`src/verilog/fpadd_pkg.sv`:
```
package fpadd_pkg;

    // ==================================================
    // binary32 format
    // ==================================================

    localparam int EXP_W   = 8;                   // biased exponent field.
    localparam int MAN_W   = 23;                  // stored fraction bits.
    localparam int SIG_W   = MAN_W + 1;           // fraction plus the hidden bit.
    localparam int ALIGN_W = 2 * SIG_W;           // significand with 24 bits below it.
    localparam int SUM_W   = ALIGN_W + 1;         // room for the carry of an add.
    localparam int MAX_EXP = (1 << EXP_W) - 2;    // all ones is kept for inf and NaN.

    typedef struct packed {
        logic             sign;
        logic [EXP_W-1:0] exponent;
        logic [MAN_W-1:0] mantissa;
    } float32_t;

    localparam float32_t CANONICAL_NAN = 32'h7FC0_0000;   // quiet NaN, positive sign.

    // ==================================================
    // operand classes
    // ==================================================

    typedef enum logic [1:0] {
        CLASS_NORMAL,                             // zero, subnormal or normal.
        CLASS_INF,
        CLASS_NAN
    } operand_class_t;

    function automatic operand_class_t classify(input float32_t op);
        operand_class_t cls;
        if (op.exponent != '1) begin
            cls = CLASS_NORMAL;
        end else if (op.mantissa == '0) begin
            cls = CLASS_INF;
        end else begin
            cls = CLASS_NAN;                      // any non-zero payload counts as NaN.
        end
        return cls;
    endfunction

endpackage

```
`src/verilog/fpadd_stage_if.sv`:
```
`timescale 1ns/1ps

// Operands after ordering, on their way into the alignment shifter.
interface fpadd_swap_if;
    import fpadd_pkg::*;

    logic             sign;                       // sign of the larger magnitude.
    logic [EXP_W-1:0] exponent;                   // exponent of the larger magnitude.
    logic [SIG_W-1:0] major_sig;
    logic [SIG_W-1:0] minor_sig;
    logic [EXP_W-1:0] shift_amt;                  // exponent difference, never negative.
    logic             eff_sub;                    // effective signs differ.

    modport source (
        output sign, exponent, major_sig, minor_sig, shift_amt, eff_sub
    );

    modport sink (
        input  sign, exponent, major_sig, minor_sig, shift_amt, eff_sub
    );
endinterface

// Operands after the minor significand has been lined up with the major one.
interface fpadd_aligned_if;
    import fpadd_pkg::*;

    logic               sign;
    logic [EXP_W-1:0]   exponent;
    logic [SIG_W-1:0]   major_sig;
    logic [ALIGN_W-1:0] minor_aligned;            // keeps the bits shifted past the lsb.
    logic               eff_sub;

    modport source (
        output sign, exponent, major_sig, minor_aligned, eff_sub
    );

    modport sink (
        input  sign, exponent, major_sig, minor_aligned, eff_sub
    );
endinterface

```
`src/verilog/fpadd_ctrl.sv`:
```
`timescale 1ns/1ps

module fpadd_ctrl (
    input  logic                clk_i,
    input  logic                rst_n_i,
    input  logic                valid_i,
    input  logic                sub_i,
    input  fpadd_pkg::float32_t operand_a_i,
    input  fpadd_pkg::float32_t operand_b_i,
    input  fpadd_pkg::float32_t norm_result_i,
    input  logic                norm_overflow_i,
    input  logic                norm_underflow_i,
    output logic                valid_o,
    output logic                invalid_o,
    output logic                overflow_o,
    output logic                underflow_o,
    output fpadd_pkg::float32_t result_o
);
    import fpadd_pkg::*;

    typedef struct packed {
        logic invalid;                            // NaN in, or inf minus inf.
        logic is_inf;                             // at least one operand is infinite.
        logic inf_sign;                           // sign of that infinity.
    } special_t;

    // ==================================================
    // operand classification
    // ==================================================

    operand_class_t class_a;
    operand_class_t class_b;
    logic           b_sign_eff;
    special_t       special_in;

    assign class_a    = classify(operand_a_i);
    assign class_b    = classify(operand_b_i);
    assign b_sign_eff = operand_b_i.sign ^ sub_i;   // subtraction flips the sign of B.

    assign special_in.invalid  = (class_a == CLASS_NAN) || (class_b == CLASS_NAN) ||
                                 ((class_a == CLASS_INF) && (class_b == CLASS_INF) &&
                                  (operand_a_i.sign != b_sign_eff));
    assign special_in.is_inf   = (class_a == CLASS_INF) || (class_b == CLASS_INF);
    assign special_in.inf_sign = (class_a == CLASS_INF) ? operand_a_i.sign : b_sign_eff;

    // ==================================================
    // four-deep delay, one slot per datapath stage
    // ==================================================

    logic     [3:0] valid_pipe;
    special_t [3:0] special_pipe;

    always_ff @(posedge clk_i) begin
        if (!rst_n_i) begin
            valid_pipe <= '0;
        end else begin
            valid_pipe <= {valid_pipe[2:0], valid_i};
        end
    end

    always_ff @(posedge clk_i) begin
        special_pipe <= {special_pipe[2:0], special_in};
    end

    assign valid_o = valid_pipe[3];

    // Special cases override whatever the datapath produced.
    always_comb begin
        result_o    = norm_result_i;
        invalid_o   = 1'b0;
        overflow_o  = norm_overflow_i;
        underflow_o = norm_underflow_i;
        if (special_pipe[3].invalid) begin
            result_o    = CANONICAL_NAN;
            invalid_o   = 1'b1;
            overflow_o  = 1'b0;
            underflow_o = 1'b0;
        end else if (special_pipe[3].is_inf) begin
            result_o.sign     = special_pipe[3].inf_sign;
            result_o.exponent = '1;
            result_o.mantissa = '0;
            overflow_o        = 1'b0;               // an infinite input is not an overflow.
            underflow_o       = 1'b0;
        end
    end

endmodule

```
`src/verilog/fpadd_swap.sv`:
```
`timescale 1ns/1ps

module fpadd_swap (
    input  logic                clk_i,
    input  logic                sub_i,
    input  fpadd_pkg::float32_t operand_a_i,
    input  fpadd_pkg::float32_t operand_b_i,
    fpadd_swap_if.source        swap_o
);
    import fpadd_pkg::*;

    float32_t operand_b_eff;
    float32_t major_op;
    float32_t minor_op;
    logic     a_is_major;
    logic     major_hidden;
    logic     minor_hidden;

    always_comb begin
        operand_b_eff      = operand_b_i;
        operand_b_eff.sign = operand_b_i.sign ^ sub_i;   // a - b is a + (-b).
    end

    // Larger exponent wins, then larger fraction; on a full tie A stays first.
    assign a_is_major = (operand_a_i.exponent > operand_b_i.exponent) ||
                        ((operand_a_i.exponent == operand_b_i.exponent) &&
                         (operand_a_i.mantissa >= operand_b_i.mantissa));

    assign major_op = a_is_major ? operand_a_i   : operand_b_eff;
    assign minor_op = a_is_major ? operand_b_eff : operand_a_i;

    assign major_hidden = (major_op.exponent != '0);   // subnormals have no leading one.
    assign minor_hidden = (minor_op.exponent != '0);

    always_ff @(posedge clk_i) begin
        swap_o.sign      <= major_op.sign;
        swap_o.exponent  <= major_op.exponent;
        swap_o.major_sig <= {major_hidden, major_op.mantissa};
        swap_o.minor_sig <= {minor_hidden, minor_op.mantissa};
        swap_o.shift_amt <= major_op.exponent - minor_op.exponent;   // ordering keeps it >= 0.
        swap_o.eff_sub   <= operand_a_i.sign ^ operand_b_eff.sign;
    end

endmodule

```
`src/verilog/fpadd_align.sv`:
```
`timescale 1ns/1ps

module fpadd_align (
    input  logic            clk_i,
    fpadd_swap_if.sink      swap_i,
    fpadd_aligned_if.source aligned_o
);
    import fpadd_pkg::*;

    logic [ALIGN_W-1:0] minor_field;
    logic [ALIGN_W-1:0] minor_shifted;

    // The lower half catches the bits that fall off the significand.
    assign minor_field = {swap_i.minor_sig, {(ALIGN_W - SIG_W){1'b0}}};

    assign minor_shifted = (swap_i.shift_amt >= SIG_W) ? '0 :
                           (minor_field >> swap_i.shift_amt);   // too far right is all zero.

    always_ff @(posedge clk_i) begin
        aligned_o.sign          <= swap_i.sign;
        aligned_o.exponent      <= swap_i.exponent;
        aligned_o.major_sig     <= swap_i.major_sig;
        aligned_o.minor_aligned <= minor_shifted;
        aligned_o.eff_sub       <= swap_i.eff_sub;
    end

endmodule

```
`src/verilog/fpadd_mant_add.sv`:
```
`timescale 1ns/1ps

module fpadd_mant_add (
    input  logic                          clk_i,
    fpadd_aligned_if.sink                 aligned_i,
    output logic                          sign_o,
    output logic [fpadd_pkg::EXP_W-1:0]   exponent_o,
    output logic [fpadd_pkg::SUM_W-1:0]   sum_o
);
    import fpadd_pkg::*;

    logic [SUM_W-1:0] major_ext;
    logic [SUM_W-1:0] minor_ext;
    logic [SUM_W-1:0] sum_next;

    // Both operands sit in the same 49-bit frame with the carry bit on top.
    assign major_ext = {1'b0, aligned_i.major_sig, {(ALIGN_W - SIG_W){1'b0}}};
    assign minor_ext = {1'b0, aligned_i.minor_aligned};

    // The major magnitude is never below the minor one, so the difference
    // cannot wrap and no negation of the result is needed.
    assign sum_next = aligned_i.eff_sub ? (major_ext - minor_ext) :
                                          (major_ext + minor_ext);

    always_ff @(posedge clk_i) begin
        sign_o     <= aligned_i.sign;
        exponent_o <= aligned_i.exponent;
        sum_o      <= sum_next;                  // full width, nothing truncated yet.
    end

endmodule

```
`src/verilog/fpadd_normalize.sv`:
```
`timescale 1ns/1ps

module fpadd_normalize (
    input  logic                          clk_i,
    input  logic                          sign_i,
    input  logic [fpadd_pkg::EXP_W-1:0]   exponent_i,
    input  logic [fpadd_pkg::SUM_W-1:0]   sum_i,
    output fpadd_pkg::float32_t           result_o,
    output logic                          overflow_o,
    output logic                          underflow_o
);
    import fpadd_pkg::*;

    localparam int LZ_W = $clog2(ALIGN_W + 1);   // counts 0 up to 48.

    logic [LZ_W-1:0]         lead_zeros;
    logic [EXP_W:0]          exp_inc;
    logic signed [EXP_W+1:0] exp_rem;
    logic [ALIGN_W-1:0]      sum_shifted;
    float32_t                result_next;
    logic                    overflow_next;
    logic                    underflow_next;

    // ==================================================
    // leading-zero count over the 48-bit field
    // ==================================================

    always_comb begin
        lead_zeros = LZ_W'(ALIGN_W);             // all zero unless a one is found.
        for (int i = 0; i < ALIGN_W; i++) begin
            if (sum_i[i]) begin
                lead_zeros = LZ_W'(ALIGN_W - 1 - i);   // the highest set bit wins.
            end
        end
    end

    assign exp_inc     = {1'b0, exponent_i} + 1'b1;
    assign exp_rem     = $signed({2'b00, exponent_i}) -
                         $signed({{(EXP_W + 2 - LZ_W){1'b0}}, lead_zeros});
    assign sum_shifted = sum_i[ALIGN_W-1:0] << lead_zeros;

    // ==================================================
    // result selection
    // ==================================================

    always_comb begin
        result_next.sign     = sign_i;
        result_next.exponent = '0;               // a zero sum keeps these values.
        result_next.mantissa = '0;
        overflow_next        = 1'b0;
        underflow_next       = 1'b0;
        if (sum_i[SUM_W-1]) begin
            if (exp_inc > MAX_EXP) begin
                result_next.exponent = '1;       // carry pushed past the largest finite value.
                overflow_next        = 1'b1;
            end else begin
                result_next.exponent = exp_inc[EXP_W-1:0];
                result_next.mantissa = sum_i[ALIGN_W-1 -: MAN_W];   // one step to the right.
            end
        end else if (sum_i != '0) begin
            if (exp_rem <= 0) begin
                // Not enough exponent range to bring the leading one up.
                underflow_next       = 1'b1;
                result_next.mantissa = sum_i[ALIGN_W-2 -: MAN_W];
            end else begin
                result_next.exponent = exp_rem[EXP_W-1:0];
                result_next.mantissa = sum_shifted[ALIGN_W-2 -: MAN_W];   // hidden bit dropped.
            end
        end
    end

    always_ff @(posedge clk_i) begin
        result_o    <= result_next;
        overflow_o  <= overflow_next;
        underflow_o <= underflow_next;
    end

endmodule

```
`src/verilog/fpadd_top.sv`:
```
`timescale 1ns/1ps

module fpadd_top (
    input  logic                clk_i,
    input  logic                rst_n_i,
    input  logic                valid_i,
    input  logic                sub_i,
    input  fpadd_pkg::float32_t operand_a_i,
    input  fpadd_pkg::float32_t operand_b_i,
    output logic                valid_o,
    output logic                invalid_o,
    output logic                overflow_o,
    output logic                underflow_o,
    output fpadd_pkg::float32_t result_o
);
    import fpadd_pkg::*;

    fpadd_swap_if    swap_bus ();                 // stage 1 to stage 2.
    fpadd_aligned_if aligned_bus ();              // stage 2 to stage 3.

    logic             mant_sign;                  // stage 3 to stage 4.
    logic [EXP_W-1:0] mant_exponent;
    logic [SUM_W-1:0] mant_sum;

    float32_t         norm_result;                // stage 4 to the output select.
    logic             norm_overflow;
    logic             norm_underflow;

    fpadd_ctrl i_ctrl (
        .clk_i            (clk_i),
        .rst_n_i          (rst_n_i),
        .valid_i          (valid_i),
        .sub_i            (sub_i),
        .operand_a_i      (operand_a_i),
        .operand_b_i      (operand_b_i),
        .norm_result_i    (norm_result),
        .norm_overflow_i  (norm_overflow),
        .norm_underflow_i (norm_underflow),
        .valid_o          (valid_o),
        .invalid_o        (invalid_o),
        .overflow_o       (overflow_o),
        .underflow_o      (underflow_o),
        .result_o         (result_o)
    );

    fpadd_swap i_swap (
        .clk_i       (clk_i),
        .sub_i       (sub_i),
        .operand_a_i (operand_a_i),
        .operand_b_i (operand_b_i),
        .swap_o      (swap_bus.source)
    );

    fpadd_align i_align (
        .clk_i     (clk_i),
        .swap_i    (swap_bus.sink),
        .aligned_o (aligned_bus.source)
    );

    fpadd_mant_add i_mant_add (
        .clk_i      (clk_i),
        .aligned_i  (aligned_bus.sink),
        .sign_o     (mant_sign),
        .exponent_o (mant_exponent),
        .sum_o      (mant_sum)
    );

    fpadd_normalize i_normalize (
        .clk_i       (clk_i),
        .sign_i      (mant_sign),
        .exponent_i  (mant_exponent),
        .sum_i       (mant_sum),
        .result_o    (norm_result),
        .overflow_o  (norm_overflow),
        .underflow_o (norm_underflow)
    );

endmodule

```
`config.mk`:
```
export PLATFORM = sky130hd
export DESIGN_NAME = fpadd_top
export DESIGN_NICKNAME = d
export VERILOG_FILES = /design/src/verilog/fpadd_pkg.sv /design/src/verilog/fpadd_stage_if.sv /design/src/verilog/fpadd_ctrl.sv /design/src/verilog/fpadd_swap.sv /design/src/verilog/fpadd_align.sv /design/src/verilog/fpadd_mant_add.sv /design/src/verilog/fpadd_normalize.sv /design/src/verilog/fpadd_top.sv
export SDC_FILE = /design/constraint.sdc
export NUM_CORES = 1
export LEC_CHECK = 0
export BUFFER_PORTS_ARGS = -buffer_cell sky130_fd_sc_hd__buf_2
export CAP_MARGIN = 20
export CORE_MARGIN = 3
export CORE_UTILIZATION = 50
export DETAILED_ROUTE_END_ITERATION = 8
export PLACE_DENSITY = 0.75
export SYNTH_ARGS = -nofsm -noshare
export SYNTH_HDL_FRONTEND = slang
export SYNTH_SLANG_ARGS = --single-unit
```
`constraint.sdc`:
```
create_clock -name clk_i -period 4.7 [get_ports clk_i]
set_input_delay 1.175 -clock clk_i [delete_from_list [all_inputs] [get_ports clk_i]]
set_output_delay 1.175 -clock clk_i [all_outputs]
set_load 0.005 [all_outputs]
```
Word level (Yosys, flattened, before mapping). Index checks and enable logic that the tools add are counted.

Bits in registers: 256. Input port bits: 68. Output and inout bits: 36. Word-level logic and storage cells: 139.

Add/sub/neg operators: 5. Order comparisons: 5. Eq/ne operators: 8. Shift-type cells: 2. Mux-type cells: 71. Bitwise logic cells: 3. Reduce and logical (&&, ||, !) cells: 13.

Operator list (number): $mux W6 (32); $mux W32 (3); $mux W31 (3); $mux W5 (16); $add A48 B48 Y49 (1); $mux W49 (1); $reduce_bool A49 Y1 (1); $sub A48 B48 Y49 (1); $shl A48 B6 Y47 (1); $shr A48 B8 Y48 (1); $logic_not A23 Y1 (2); $mux W23 (2); $ge A23 B23 Y1 (1); $mux W8 (2); $ne A8 B8 Y1 const B (2); $reduce_bool A8 Y1 (2); $add A8 B1 Y9 const B (1); $gt A9 B8 Y1 const B (1); $le A9 B1 Y1 const B (1); $sub A8 B6 Y9 (1); $eq A8 B8 Y1 (1); $ge A8 B5 Y1 const B (1); $gt A8 B8 Y1 (1); $mux W1 (8); other kinds (10) (21).

Depth between registers and ports, before layout.
Depth in word-level cells: 53. Mapped depth: 24. Mapped depth without buffers: 20.

Modules after synthesis. A second synthesis with hierarchy kept.

Cells, all modules: 1990. Area, all modules: 16892.5 µm².

Modules (own cells, without submodules): fpadd_normalize (instances 1, cells an instance 727, area an instance 5260.0 µm²); fpadd_mant_add (instances 1, cells an instance 535, area an instance 4362.9 µm²); fpadd_align (instances 1, cells an instance 305, area an instance 3340.7 µm²); fpadd_swap (instances 1, cells an instance 330, area an instance 3133.0 µm²); fpadd_ctrl (instances 1, cells an instance 93, area an instance 795.8 µm²).

Worst setup path before layout. No wires, ideal clock.

Path type: register -> register. Start: register i_mant_add.sum_o[4] (netlist bit). End: register i_normalize.result_o[13] (netlist bit). Library setup time: 122 ps. Arrival time: 4861 ps. Path slack: -283 ps. Cell stages (with the launch flop): 19. Path buffers: 4. Clock period less this slack: 4983 ps. Cell sequence: dfxtp_1 -> or4_1 -> o211ai_1 -> a41oi_1 -> o21ba_2 -> clkbuf_1 -> inv_1 -> clkbuf_1 -> clkbuf_1 -> ha_1 -> o211a_1 -> o31a_1 -> or4_1 -> a211oi_1 -> or2_2 -> clkbuf_1 -> nor2_1 -> a32o_1 -> a221o_1.

RTL lines: start: declaration (line fpadd_mant_add.sv:8) `output logic [fpadd_pkg::SUM_W-1:0] sum_o`; start signal: assignment (line fpadd_mant_add.sv:28) `sum_o <= sum_next;`; end signal: assignment (line fpadd_normalize.sv:73) `result_o <= result_next;`; end: declaration (line fpadd_normalize.sv:8) `output fpadd_pkg::float32_t result_o,`.

==> results.md <==
* Vias in the first global route at 15861
* Synth Flop Type: dfxtp_1
* Vias per cell at 6.24
* CTS Buf Count at 27
* Total GRT Usage at 31.2%
* Core area at 32100 sq um
* Root buf cell: clkbuf_16
* Die height at 188 um
* Synth async-reset ratio at 0%
* Share of cells above drive strength 1 at 12.7%
* Vias at 16638
* Cells after Synth at 2141
* H-Tree Depth at 1
* ANT nets after route at 0
* Most frequent cells in the layout: 252 x dfxtp_1, 214 x nand2_1, 192 x nor2_1
* Die ar. at 35300 sq um
* Worst clock skew at 0.0176 ns
* WS Path Type: register to register
* Design area at 18600 sq um
* CTS Sinks at 256
* Wirelength per Cell at 21.4 um
* Row Count at 65
* Synth Register Bits at 256
* CP required at 5.12 ns
* Worst-margin pin slew at 1.00 ns
* Post-route DRC at 0
* Pwr Total at 9.54 mW
* DR pass1 iterations at 8
* Yosys cell types at 85
* Final std cells w/o fill at 2665
* # diodes at 0
* Critical path arrival at 4.91 ns
* Period minus WS final at 4.49 ns
* Nets at 2371
* Placed cells at 2612
* Final hold violations at 0
* Syn_nets at 2301
* Area Growth Syn to Fin at 12.3%
* Max rail drop VDD at 0.428 mV
* Clock transition at path regs at 0.07 ns
* Syn Std Cell Area at 16500 sq um
* Dpl cell area at 17600 sq um
* WL final at 57.1 mm
* Io pins at 104
* Die width at 188 um
* Setup-failing EPs final at 0
* Hpwl dp at 44.9 mm
* Max-cap violations at 0
* Initial core utilization at 51.5%
* First-pass GRT wire length at 88.6 mm
* CTS tree: done
* Initial antenna violation count at 0
* Worst-path fanout max at 8
* Critical Path End Type: register
* Worst setup margin at 0.213 ns
* EDFF count, synth at 0
* GRT overflow at 0
* Sequential share of the synthesized area at 31.0%
* Dpl ws at 0.0768 ns
* Pwr Density at 513 nW/um^2
* Relative slew margins at 32.4%
* Setup TNS at 0 ns
* Fmax at 223 MHz
* PortBufs at 103
* CTS Buffer Depth at 3
* Pin count of the biggest net entering global routing at 61
* Ys Warns at 0
* LEAKAGE at 7.69 nW
* Max-slew violations at 0
* CP Launch Type: register
* RSZ-0062 raised after global routing: false
* Period utilization at 95.5%
* Most common cell after layout, fill and taps aside: dfxtp_1
* Worst skew pair latency at 0.55 ns
* Hold Path Class: register to register
* Gpl congestion at 0.984
* Hold WS at 0.319 ns
* Status: complete, no violations
* DRT iter0 DRCs at 1348
* Mean Syn Cell Area at 7.73 sq um
* Post-layout util at 57.9%
timing repair:
item | 4_1_cts | 5_1_grt
resized for setup | 0 | 21
setup endpoints to repair | 0 | 26
setup buffers | 0 | 4
endpoints found under the hold margin | 0 | 0
hold buffers | 0 | 0
cell families (layout without fill, tap and decap cells):
group | after synthesis | count (layout) | synth area share [%]
other cells | 1 | 1 | 0.0227
buf+inv | 255 | 344 | 5.98
simple gates | 728 | 728 | 21.0
mux | 67 | 67 | 4.15
flops | 256 | 256 | 31.0
fa+ha+maj | 92 | 92 | 7.05
xor+xnor | 61 | 61 | 3.23
compound gates | 681 | 681 | 27.6
Yosys cell counts (9+ instances only):
master | instances | share of area (%)
or3_1 | 23 | 0.87
a221oi_1 | 10 | 0.53
mux2i_1 | 54 | 3.3
nand2_1 | 215 | 4.9
inv_1 | 117 | 2.7
o22ai_1 | 18 | 0.68
nand3_1 | 50 | 1.5
nand4_1 | 17 | 0.64
nor4_1 | 35 | 1.3
and2_1 | 48 | 1.8
nor2_1 | 195 | 4.4
xor2_1 | 19 | 1.0
a21o_1 | 21 | 0.95
o211ai_1 | 31 | 1.4
or4_1 | 10 | 0.45
o31ai_1 | 25 | 1.1
buf_1 | 11 | 0.25
nor2b_1 | 26 | 0.98
clkbuf_1 | 114 | 2.6
o21a_1 | 11 | 0.50
xnor2_1 | 42 | 2.2
a211oi_1 | 49 | 2.2
a22oi_1 | 24 | 1.1
a211o_1 | 26 | 1.4
a2111oi_0 | 12 | 0.64
dfxtp_1 | 256 | 31
and3_1 | 12 | 0.45
ha_1 | 90 | 6.8
a21oi_1 | 133 | 4.0
o2111ai_1 | 13 | 0.69
o31a_1 | 10 | 0.53
mux2_2 | 13 | 0.88
nand2b_1 | 19 | 0.72
nor3_1 | 49 | 1.5
o21ai_0 | 168 | 5.1
a31oi_1 | 20 | 0.76
or2_2 | 9 | 0.34
state kept, by name, indices dropped and copies added, names as in the netlist, 4 cells and up:
signal                           count
i_ctrl.special_pipe                 12
i_mant_add.sum_o                    49
i_mant_add.exponent_o                8
i_ctrl.valid_pipe                    4
i_swap.swap_o.exponent               8
i_align.aligned_o.major_sig         24
i_normalize.result_o                32
i_align.aligned_o.minor_aligned     48
i_align.aligned_o.exponent           8
i_swap.swap_o.major_sig             24
i_swap.swap_o.minor_sig             24
i_swap.swap_o.shift_amt              8
critical path, stage by stage, from the launching register on:
cell and delay, ns:
dfxtp_1 0.30, buf_4 0.16, nor4_1 0.35, o311a_1 0.22
nand3_1 0.13, o211a_1 0.28, nor2_2 0.15, inv_1 0.11
ha_1 0.27, nor2b_1 0.15, o211a_1 0.23, o31a_1 0.33
or4_4 0.51, a211oi_4 0.32, or2_4 0.21, o21ai_0 0.09
o311ai_0 0.14, a221oi_1 0.11, a221o_1 0.30
worst paths after layout:
kind	startpoint	endpoint	slack (ns)	cells past startpoint
max	i_mant_add.sum_o[26]$_DFF_P_	i_normalize.result_o[12]$_DFF_P_	0.21	18
max reg2reg	i_mant_add.sum_o[26]$_DFF_P_	i_normalize.result_o[12]$_DFF_P_	0.21	18
min	i_align.aligned_o.exponent[1]$_DFF_P_	i_mant_add.exponent_o[1]$_DFF_P_	0.32	0
min reg2reg	i_align.aligned_o.exponent[1]$_DFF_P_	i_mant_add.exponent_o[1]$_DFF_P_	0.32	0
metal layers:
metal / vias to the layer above / part of all wire [%] / track usage, %
met5: - / 0 / 0
li1: 7930 / - / -
met4: 0 / 6.0 / 16.8
met2: 752 / 48 / 54.1
met3: 166 / 5.9 / 3.46
met1: 7790 / 40 / 38.0
report_power, final:
part	total, mW	internal, mW	switching [mW]	leakage [nW]
Combinational	4.42	1.69	2.73	5.13
Sequential	3.09	2.63	0.460	2.13
Clock	2.03	1.15	0.874	0.418
Total	9.54	5.47	4.07	7.69
area by class of cell:
cell class / count / area [sq um]
fill: 3044 / 13500
multi-input combinational: 1630 / 10500
sequential: 256 / 5130
timing repair buffer: 176 / 1080
clock buffer: 37 / 773
tap: 435 / 544
inverter: 120 / 450
clock inverter: 11 / 75.1
(Power assumes the default switching activity.)
